<file path="src/logic/dma_pkg.sv">
// ~~~~~~~~~~~~~~~~~~~~~~~~~~~~~~
// DMA front end package
// Address, length and request types shared by the DMA blocks
// ~~~~~~~~~~~~~~~~~~~~~~~~~~~~~~

`default_nettype none

package dma_pkg;

  // Address and byte count widths
  localparam int unsigned AddrWidth = 32;
  localparam int unsigned LenWidth  = 16;

  // One TCDM bank word
  localparam int unsigned BankBytes = 4;

  typedef logic [AddrWidth-1:0] addr_t;
  typedef logic [LenWidth-1:0]  len_t;

  // 1-D copy request, also used for pieces and group chunks
  typedef struct packed {
    addr_t src;
    addr_t dst;
    len_t  num_bytes;
  } dma_req_t;

  // Output of the splitter
  typedef struct packed {
    dma_req_t req;
    // Final piece of its request
    logic     last;
  } dma_piece_t;

endpackage : dma_pkg

`default_nettype wire

</file>
<file path="src/logic/dma_fifo.sv">
// ~~~~~~~~~~~~~~~~~~~~~~~~~~~~~~
// DMA FIFO
// Circular valid/ready buffer for any payload type
// ~~~~~~~~~~~~~~~~~~~~~~~~~~~~~~

`timescale 1ns/1ps
`default_nettype none

module dma_fifo #(
  parameter type         T     = logic,
  parameter int unsigned Depth = 2
) (
  input  logic clk_i,
  input  logic rst_i,
  input  T     data_i,
  input  logic valid_i,
  output logic ready_o,
  output T     data_o,
  output logic valid_o,
  input  logic ready_i
);

  localparam int unsigned PtrWidth = (Depth > 1) ? $clog2(Depth) : 1;
  localparam int unsigned CntWidth = $clog2(Depth + 1);

  T                    mem [Depth];
  logic [PtrWidth-1:0] wr_ptr;
  logic [PtrWidth-1:0] rd_ptr;
  logic [CntWidth-1:0] count;
  logic                push;
  logic                pop;

  assign ready_o = (count != CntWidth'(Depth));
  assign valid_o = (count != '0);
  assign data_o  = mem[rd_ptr];

  assign push = valid_i & ready_o;
  assign pop  = valid_o & ready_i;

  always_ff @(posedge clk_i) begin
    if (rst_i) begin
      wr_ptr <= '0;
      rd_ptr <= '0;
      count  <= '0;
    end else begin
      if (push) begin
        wr_ptr <= (wr_ptr == PtrWidth'(Depth - 1)) ? '0 : wr_ptr + 1'b1;
      end
      if (pop) begin
        rd_ptr <= (rd_ptr == PtrWidth'(Depth - 1)) ? '0 : rd_ptr + 1'b1;
      end
      // Fill level only moves when one side fires alone
      case ({push, pop})
        2'b10:   count <= count + 1'b1;
        2'b01:   count <= count - 1'b1;
        default: count <= count;
      endcase
    end
  end

  always_ff @(posedge clk_i) begin
    if (push) begin
      mem[wr_ptr] <= data_i;
    end
  end

endmodule : dma_fifo

`default_nettype wire

</file>
<file path="src/logic/dma_split.sv">
// ~~~~~~~~~~~~~~~~~~~~~~~~~~~~~~
// DMA region splitter
// Cuts requests at interleaved TCDM region boundaries
// ~~~~~~~~~~~~~~~~~~~~~~~~~~~~~~

`timescale 1ns/1ps
`default_nettype none

module dma_split #(
  parameter int unsigned NumGroups     = 4,
  parameter int unsigned BanksPerGroup = 4
) (
  input  logic                clk_i,
  input  logic                rst_i,
  // Incoming requests
  input  dma_pkg::dma_req_t   req_i,
  input  logic                valid_i,
  output logic                ready_o,
  // Outgoing pieces
  output dma_pkg::dma_piece_t piece_o,
  output logic                valid_o,
  input  logic                ready_i
);

  localparam int unsigned GroupBytes  = BanksPerGroup * dma_pkg::BankBytes;
  localparam int unsigned RegionBytes = NumGroups * GroupBytes;

  // Bytes of the head request already sent on
  dma_pkg::len_t  offset_q;

  dma_pkg::addr_t cur_src;
  dma_pkg::addr_t cur_dst;
  dma_pkg::addr_t to_boundary;
  dma_pkg::len_t  remaining;
  dma_pkg::len_t  piece_len;
  logic           last_piece;
  logic           fire;

  always_comb begin
    cur_src     = req_i.src + dma_pkg::addr_t'(offset_q);
    cur_dst     = req_i.dst + dma_pkg::addr_t'(offset_q);
    remaining   = req_i.num_bytes - offset_q;
    // Distance to the next region boundary, a full region when aligned
    to_boundary = dma_pkg::addr_t'(RegionBytes)
                  - (cur_dst % dma_pkg::addr_t'(RegionBytes));
    last_piece  = (dma_pkg::addr_t'(remaining) <= to_boundary);
    piece_len   = last_piece ? remaining : dma_pkg::len_t'(to_boundary);
  end

  always_comb begin
    piece_o.req.src       = cur_src;
    piece_o.req.dst       = cur_dst;
    piece_o.req.num_bytes = piece_len;
    piece_o.last          = last_piece;
  end

  assign valid_o = valid_i;
  assign fire    = valid_i & ready_i;

  // Request leaves the input buffer with its final piece
  assign ready_o = fire & last_piece;

  always_ff @(posedge clk_i) begin
    if (rst_i) begin
      offset_q <= '0;
    end else if (fire) begin
      if (last_piece) begin
        offset_q <= '0;
      end else begin
        offset_q <= offset_q + piece_len;
      end
    end
  end

endmodule : dma_split

`default_nettype wire

</file>
<file path="src/logic/dma_distribute.sv">
// ~~~~~~~~~~~~~~~~~~~~~~~~~~~~~~
// DMA group distributor
// Cuts pieces into group chunks and routes them by destination
// ~~~~~~~~~~~~~~~~~~~~~~~~~~~~~~

`timescale 1ns/1ps
`default_nettype none

module dma_distribute #(
  parameter int unsigned NumGroups     = 4,
  parameter int unsigned BanksPerGroup = 4
) (
  input  logic                                clk_i,
  input  logic                                rst_i,
  // Pieces from the splitter
  input  dma_pkg::dma_piece_t                 piece_i,
  input  logic                                valid_i,
  output logic                                ready_o,
  // Room in the tracker for one more request
  input  logic                                trk_ready_i,
  // Group ports
  output dma_pkg::dma_req_t   [NumGroups-1:0] grp_req_o,
  output logic                [NumGroups-1:0] grp_valid_o,
  input  logic                [NumGroups-1:0] grp_ready_i,
  // Chunk strobes for the tracker
  output logic                                chunk_fire_o,
  output logic                                chunk_last_o
);

  localparam int unsigned GroupBytes = BanksPerGroup * dma_pkg::BankBytes;
  localparam int unsigned GroupShift = $clog2(GroupBytes);
  localparam int unsigned SelWidth   = (NumGroups > 1) ? $clog2(NumGroups) : 1;

  // Bytes of the current piece already handed out
  dma_pkg::len_t         offset_q;

  dma_pkg::dma_req_t     chunk;
  dma_pkg::addr_t        cur_dst;
  dma_pkg::addr_t        to_boundary;
  dma_pkg::addr_t        grp_idx;
  dma_pkg::len_t         remaining;
  logic                  chunk_end;
  logic                  chunk_last;
  logic                  chunk_valid;
  logic [SelWidth-1:0]   sel;
  logic                  fire;

  always_comb begin
    cur_dst     = piece_i.req.dst + dma_pkg::addr_t'(offset_q);
    remaining   = piece_i.req.num_bytes - offset_q;
    // Group slices are a power of two in size
    to_boundary = dma_pkg::addr_t'(GroupBytes)
                  - (cur_dst & dma_pkg::addr_t'(GroupBytes - 1));
    chunk_end   = (dma_pkg::addr_t'(remaining) <= to_boundary);
    chunk_last  = chunk_end & piece_i.last;

    chunk.src       = piece_i.req.src + dma_pkg::addr_t'(offset_q);
    chunk.dst       = cur_dst;
    chunk.num_bytes = chunk_end ? remaining : dma_pkg::len_t'(to_boundary);

    // Slices interleave over the groups
    grp_idx = (cur_dst >> GroupShift) % dma_pkg::addr_t'(NumGroups);
    sel     = SelWidth'(grp_idx);
  end

  // Final chunk waits for a free tracker slot
  assign chunk_valid = valid_i & (~chunk_last | trk_ready_i);

  always_comb begin
    for (int g = 0; g < NumGroups; g++) begin
      grp_req_o[g]   = chunk;
      grp_valid_o[g] = chunk_valid & (sel == SelWidth'(g));
    end
  end

  assign fire         = chunk_valid & grp_ready_i[sel];
  assign ready_o      = fire & chunk_end;
  assign chunk_fire_o = fire;
  assign chunk_last_o = fire & chunk_last;

  always_ff @(posedge clk_i) begin
    if (rst_i) begin
      offset_q <= '0;
    end else if (fire) begin
      if (chunk_end) begin
        offset_q <= '0;
      end else begin
        offset_q <= offset_q + chunk.num_bytes;
      end
    end
  end

endmodule : dma_distribute

`default_nettype wire

</file>
<file path="src/logic/dma_tracker.sv">
// ~~~~~~~~~~~~~~~~~~~~~~~~~~~~~~
// DMA completion tracker
// Turns group completions into one done pulse per request
// ~~~~~~~~~~~~~~~~~~~~~~~~~~~~~~

`timescale 1ns/1ps
`default_nettype none

module dma_tracker #(
  parameter int unsigned NumGroups      = 4,
  parameter int unsigned TransFifoDepth = 4
) (
  input  logic                 clk_i,
  input  logic                 rst_i,
  input  logic                 chunk_fire_i,
  input  logic                 chunk_last_i,
  output logic                 trk_ready_o,
  input  logic [NumGroups-1:0] grp_done_i,
  output logic                 done_o,
  output logic                 busy_o
);

  localparam int unsigned PopWidth = $clog2(NumGroups + 1);
  // Completions may run ahead of every request in flight
  localparam int unsigned AccWidth = dma_pkg::LenWidth + $clog2(TransFifoDepth + 2);

  dma_pkg::len_t       cnt_q;
  dma_pkg::len_t       head_cnt;
  logic                head_valid;
  logic [AccWidth-1:0] acc_q;
  logic [AccWidth-1:0] acc_sum;
  logic [PopWidth-1:0] done_cnt;
  logic                push;
  logic                pop;
  logic                done_q;
  logic                busy_q;

  always_comb begin
    done_cnt = '0;
    for (int g = 0; g < NumGroups; g++) begin
      done_cnt = done_cnt + PopWidth'(grp_done_i[g]);
    end
    acc_sum = acc_q + AccWidth'(done_cnt);
  end

  assign push = chunk_fire_i & chunk_last_i;
  assign pop  = head_valid & (acc_sum >= AccWidth'(head_cnt));

  // Chunk totals of requests in flight, oldest at the head
  dma_fifo #(
    .T    (dma_pkg::len_t),
    .Depth(TransFifoDepth)
  ) i_count_fifo (
    .clk_i  (clk_i       ),
    .rst_i  (rst_i       ),
    .data_i (cnt_q + 1'b1),
    .valid_i(push        ),
    .ready_o(trk_ready_o ),
    .data_o (head_cnt    ),
    .valid_o(head_valid  ),
    .ready_i(pop         )
  );

  always_ff @(posedge clk_i) begin
    if (rst_i) begin
      cnt_q  <= '0;
      acc_q  <= '0;
      done_q <= 1'b0;
      busy_q <= 1'b0;
    end else begin
      if (chunk_fire_i) begin
        cnt_q <= chunk_last_i ? '0 : cnt_q + 1'b1;
      end
      acc_q  <= pop ? acc_sum - AccWidth'(head_cnt) : acc_sum;
      done_q <= pop;
      // Idle once the last request in flight has reported
      if (chunk_fire_i) begin
        busy_q <= 1'b1;
      end else if (done_q && !head_valid && cnt_q == '0) begin
        busy_q <= 1'b0;
      end
    end
  end

  assign done_o = done_q;
  assign busy_o = busy_q;

endmodule : dma_tracker

`default_nettype wire

</file>
<file path="src/logic/dma_frontend.sv">
// ~~~~~~~~~~~~~~~~~~~~~~~~~~~~~~
// DMA request front end
// Buffers, splits and distributes copy requests to the groups
// ~~~~~~~~~~~~~~~~~~~~~~~~~~~~~~

`timescale 1ns/1ps
`default_nettype none

module dma_frontend #(
  parameter int unsigned NumGroups      = 4,
  parameter int unsigned BanksPerGroup  = 4,
  parameter int unsigned TransFifoDepth = 4,
  parameter int unsigned ReqFifoDepth   = 2
) (
  input  logic                              clk_i,
  input  logic                              rst_i,
  // Copy requests
  input  dma_pkg::dma_req_t                 req_i,
  input  logic                              req_valid_i,
  output logic                              req_ready_o,
  // Group ports
  output dma_pkg::dma_req_t [NumGroups-1:0] grp_req_o,
  output logic              [NumGroups-1:0] grp_valid_o,
  input  logic              [NumGroups-1:0] grp_ready_i,
  input  logic              [NumGroups-1:0] grp_done_i,
  // Status
  output logic                              done_o,
  output logic                              busy_o
);

  dma_pkg::dma_req_t   req_q;
  logic                req_q_valid;
  logic                req_q_ready;
  dma_pkg::dma_piece_t piece;
  logic                piece_valid;
  logic                piece_ready;
  logic                chunk_fire;
  logic                chunk_last;
  logic                trk_ready;

  dma_fifo #(
    .T    (dma_pkg::dma_req_t),
    .Depth(ReqFifoDepth      )
  ) i_req_fifo (
    .clk_i  (clk_i      ),
    .rst_i  (rst_i      ),
    .data_i (req_i      ),
    .valid_i(req_valid_i),
    .ready_o(req_ready_o),
    .data_o (req_q      ),
    .valid_o(req_q_valid),
    .ready_i(req_q_ready)
  );

  dma_split #(
    .NumGroups    (NumGroups    ),
    .BanksPerGroup(BanksPerGroup)
  ) i_split (
    .clk_i  (clk_i      ),
    .rst_i  (rst_i      ),
    .req_i  (req_q      ),
    .valid_i(req_q_valid),
    .ready_o(req_q_ready),
    .piece_o(piece      ),
    .valid_o(piece_valid),
    .ready_i(piece_ready)
  );

  dma_distribute #(
    .NumGroups    (NumGroups    ),
    .BanksPerGroup(BanksPerGroup)
  ) i_distribute (
    .clk_i       (clk_i      ),
    .rst_i       (rst_i      ),
    .piece_i     (piece      ),
    .valid_i     (piece_valid),
    .ready_o     (piece_ready),
    .trk_ready_i (trk_ready  ),
    .grp_req_o   (grp_req_o  ),
    .grp_valid_o (grp_valid_o),
    .grp_ready_i (grp_ready_i),
    .chunk_fire_o(chunk_fire ),
    .chunk_last_o(chunk_last )
  );

  dma_tracker #(
    .NumGroups     (NumGroups     ),
    .TransFifoDepth(TransFifoDepth)
  ) i_tracker (
    .clk_i       (clk_i     ),
    .rst_i       (rst_i     ),
    .chunk_fire_i(chunk_fire),
    .chunk_last_i(chunk_last),
    .trk_ready_o (trk_ready ),
    .grp_done_i  (grp_done_i),
    .done_o      (done_o    ),
    .busy_o      (busy_o    )
  );

  // Elaboration checks
  if (NumGroups < 1) begin : gen_check_groups
    $fatal(1, "[dma_frontend] NumGroups must be at least 1.");
  end

  if (BanksPerGroup < 1 || BanksPerGroup != 2**$clog2(BanksPerGroup)) begin : gen_check_banks
    $fatal(1, "[dma_frontend] BanksPerGroup must be a power of two.");
  end

endmodule : dma_frontend

`default_nettype wire

</file>
<file path="config.mk">
export PLATFORM = sky130hd
export DESIGN_NAME = dma_frontend
export DESIGN_NICKNAME = d
export VERILOG_FILES = /design/src/logic/dma_pkg.sv /design/src/logic/dma_fifo.sv /design/src/logic/dma_split.sv /design/src/logic/dma_distribute.sv /design/src/logic/dma_tracker.sv /design/src/logic/dma_frontend.sv
export SDC_FILE = /design/constraint.sdc
export NUM_CORES = 1
export LEC_CHECK = 0
export BUFFER_PORTS_ARGS = -buffer_cell sky130_fd_sc_hd__buf_2
export CELL_PAD_IN_SITES_DETAIL_PLACEMENT = 1
export CELL_PAD_IN_SITES_GLOBAL_PLACEMENT = 1
export CORE_ASPECT_RATIO = 1.5
export CORE_MARGIN = 3
export CORE_UTILIZATION = 35
export DETAILED_ROUTE_END_ITERATION = 7
export PLACE_DENSITY_LB_ADDON = 0.1
export SLEW_MARGIN = 15
export SYNTH_ARGS = -nofsm -noshare
export SYNTH_HDL_FRONTEND = slang
export SYNTH_SLANG_ARGS = --single-unit
</file>
<file path="constraint.sdc">
create_clock -name clk_i -period 9.7 [get_ports clk_i]
set_input_delay 0.485 -clock clk_i [delete_from_list [all_inputs] [get_ports clk_i]]
set_output_delay 0.485 -clock clk_i [all_outputs]
set_load 0.01 [all_outputs]
</file>
==> impl_metrics.json <==
{
  "dp.cells": 3156,
  "ys_warn_count": 0,
  "drtPass1Iterations": 6,
  "cellPowerDensity_mw_per_mm2": 193,
  "route.detailed.drc": 0,
  "cts_max_level": 2,
  "numPortBuffers": 373,
  "hold_violations": 0,
  "min_period_ns": 9.14,
  "crit_path_max_incr_delay_ns": 0.46,
  "area_delta_synth_final_pct": 12.0,
  "nets": 2675,
  "die_y_um": 313,
  "ys_ff_latch": 307,
  "cts_tree": "yes",
  "synth_cells": 2186,
  "grt_overflow": 0,
  "ys.flop_type": "edfxtp_1",
  "synth.cell_area_mm2": 0.0219,
  "num_vias": 16900,
  "period_share_pct": 94.2,
  "drtIter0Drc": 591,
  "clockBufferDepth": 3,
  "antenna_found_initial": 2,
  "grt_use_total_pct": 20.9,
  "dp_hpwl_um": 56700,
  "drive_gt1_share_pct": 23.8,
  "slew_viol_final": 0,
  "clock_skew_ns": 0.0305,
  "max_freq_mhz": 109,
  "yosysMostFrequentCell": "buf_4",
  "wl_per_cell_um": 21.6,
  "core.rowCount": 111,
  "synthTopCellsByArea": "edfxtp_1, ha_1, buf_4, dfxtp_1, xnor2_1",
  "p_leak_nw": 9.89,
  "die_w_um": 210,
  "fill_cells": 7067,
  "final_cells": 3224,
  "cts_buffers": 36,
  "cp.required_ns": 10.14,
  "synthArstFlopShare_pct": 0,
  "synth_cell_type_count": 76,
  "grt_pass1_vias": 18200,
  "path_max_fanout": 8,
  "start_util_pct": 35.7,
  "status": "finished, final reports clean",
  "worstSkewPairLatency_ns": 0.57,
  "cap_violations": 0,
  "clk_pin_slew_ns": 0.07,
  "slew_headroom_pct": 28.9,
  "power_mw": 4.74,
  "setup_viol": 0,
  "cts-root-buf": "clkbuf_16",
  "synth_edf_count": 224,
  "ioPinCount": 418,
  "ctsHoldBuffers": 0,
  "core_area_mm2": 0.0615,
  "avgSynthCellArea_um2": 10.0,
  "ant_nets": 0,
  "synth_seq_area_share_pct": 38.2,
  "place_congestion": 0.917,
  "worst_slew_pin_slew_ns": 1.06,
  "rrSetupSlack_ns": 0.56,
  "crit_path_start_kind": "flip-flop",
  "vdd_ir_drop_max_uv": 140,
  "arrival_ns": 9.58,
  "synth_commonest_cells": "buf_4, edfxtp_1, ha_1",
  "clkSinkCount": 307,
  "hold_class": "input pin to flip-flop",
  "yosysTopAreaCell": "edfxtp_1",
  "vias_per_cell": 5.24,
  "crit_type": "flip-flop to flip-flop",
  "crit_path_top_delay_cell": "a2111o_1",
  "grt_start_max_net_pins": 64,
  "grt_pass1_wl_um": 106000,
  "routed_wl_um": 69700,
  "die_area_mm2": 0.0658,
  "cp-end-kind": "flip-flop",
  "synth_top_area_share_pct": 30.7
}
[sequential cells by signal (all words and copies together) (netlist names), 2 cells and up, named ones only]
signal / count
i_tracker.i_count_fifo.mem: 64
i_distribute.offset_q: 16
i_split.offset_q: 16
i_tracker.i_count_fifo.count: 3
i_tracker.i_count_fifo.rd_ptr: 2
i_tracker.acc_q: 19
i_tracker.i_count_fifo.wr_ptr: 2
i_req_fifo.count: 2
i_req_fifo.mem: 160
i_tracker.cnt_q: 16
[worst max-delay path: cells and delay by family, from the launching register on]
| family | cells | cell delay (ns) |
|---|---|---|
| adders and majority gates | 6 | 1.94 |
| DFF | 1 | 0.40 |
| buffers and inverters | 1 | 0.18 |
| muxes | 2 | 0.71 |
| AOI/OAI and AO/OA | 20 | 4.04 |
| xor gates and xnor gates | 1 | 0.16 |
| and+or+nand+nor | 11 | 1.56 |
[final timing paths]
check                    startpoint                        end  cells after the start
setup / recovery          flip-flop  i_distribute.offset_q[15]                     41
hold / removal            req_i[10]      i_req_fifo.mem[0][10]                      1
setup reg to reg          flip-flop  i_distribute.offset_q[15]                     41
hold reg to reg   i_req_fifo.rd_ptr          i_req_fifo.rd_ptr                      2
[final cells by class]
type / count / area, um^2 / area share [%]
diodes: 1 / 2.50 / 0.0102
clock buffers: 43 / 958 / 3.90
clock inverters: 23 / 230 / 0.937
inverters: 134 / 503 / 2.05
multi-input cells: 1512 / 11300 / 46.1
flip-flops and latches: 307 / 8390 / 34.1
well taps: 791 / 990 / 4.03
repair buffers: 413 / 2170 / 8.82
[report_power, final]
part	internal, mW	switching, mW
Combinational	0.686	1.11
Sequential	1.49	0.0626
Clock	0.817	0.577
Total	3.00	1.75
[through the flow]
stage / hold slack (ns) / setup slack (ns) / cell area, um^2 / TNS [ns] / utilization, %
3_5_place_dp: 0.484 / 0.156 / 23300 / 0 / 37.9
3_3_place_gp: 0.478 / 0.399 / 23300 / 0 / 37.9
6_report: 0.106 / 0.561 / 24600 / 0 / 39.9
4_1_cts: 0.0602 / 0.133 / 24500 / 0 / 39.8
5_1_grt: 0.0766 / -0.0000719 / 24600 / -0.0000719 / 39.9
2_1_floorplan: 0.455 / -0.0248 / 22200 / -0.0248 / -
[metal layers]
| layer | GRT usage [%] | part of all wire [%] | wire, um |
|---|---|---|---|
| met5 | 0 | 0 | 0 |
| met4 | 7.37 | 3.6 | 2540 |
| met3 | 2.68 | 3.3 | 2310 |
| met2 | 43.5 | 58 | 40400 |
| met1 | 20.5 | 35 | 24500 |
[cell families after synthesis]
kind of cell,count (synthesis),synth area share [%]
buffers and inverters,436,11.8
muxes,112,6.36
adders and majority gates,180,11.2
and+or+nand+nor,514,11.8
AOI/OAI and AO/OA,467,13.8
DFF,307,38.2
xor gates and xnor gates,169,6.74
other,1,0.0171
[what timing repair did]
action,in CTS,in global routing
setup buffers,0,1
gates resized for setup,0,18
endpoints found under the setup margin,0,10
[cells in the final DEF (no fill, tap or decap), types with 23 or more instances in the layout]
| cell type | synthesis | routed |
|---|---|---|
| nor2_1 | 136 | 133 |
| dfxtp_1 | 83 | 82 |
| buf_2 | 5 | 373 |
| mux2_2 | 50 | 49 |
| a211oi_1 | 33 | 30 |
| ha_1 | 153 | 152 |
| buf_4 | 253 | 40 |
| nor3_1 | 36 | 36 |
| inv_1 | 134 | 134 |
| xnor2_1 | 117 | 116 |
| xor2_1 | 52 | 52 |
| edfxtp_1 | 224 | 224 |
| conb_1 | 1 | 70 |
| a21o_1 | 35 | 35 |
| a21oi_1 | 132 | 129 |
| or3_1 | 25 | 25 |
| clkbuf_16 | 0 | 37 |
| nor2b_1 | 24 | 24 |
| nand3_1 | 73 | 71 |
| o211ai_1 | 24 | 24 |
| o21ai_0 | 80 | 77 |
| mux2i_1 | 45 | 45 |
| nand2_1 | 91 | 90 |
| fa_1 | 27 | 25 |
| o22ai_1 | 23 | 23 |
(Power assumes the default switching activity.)
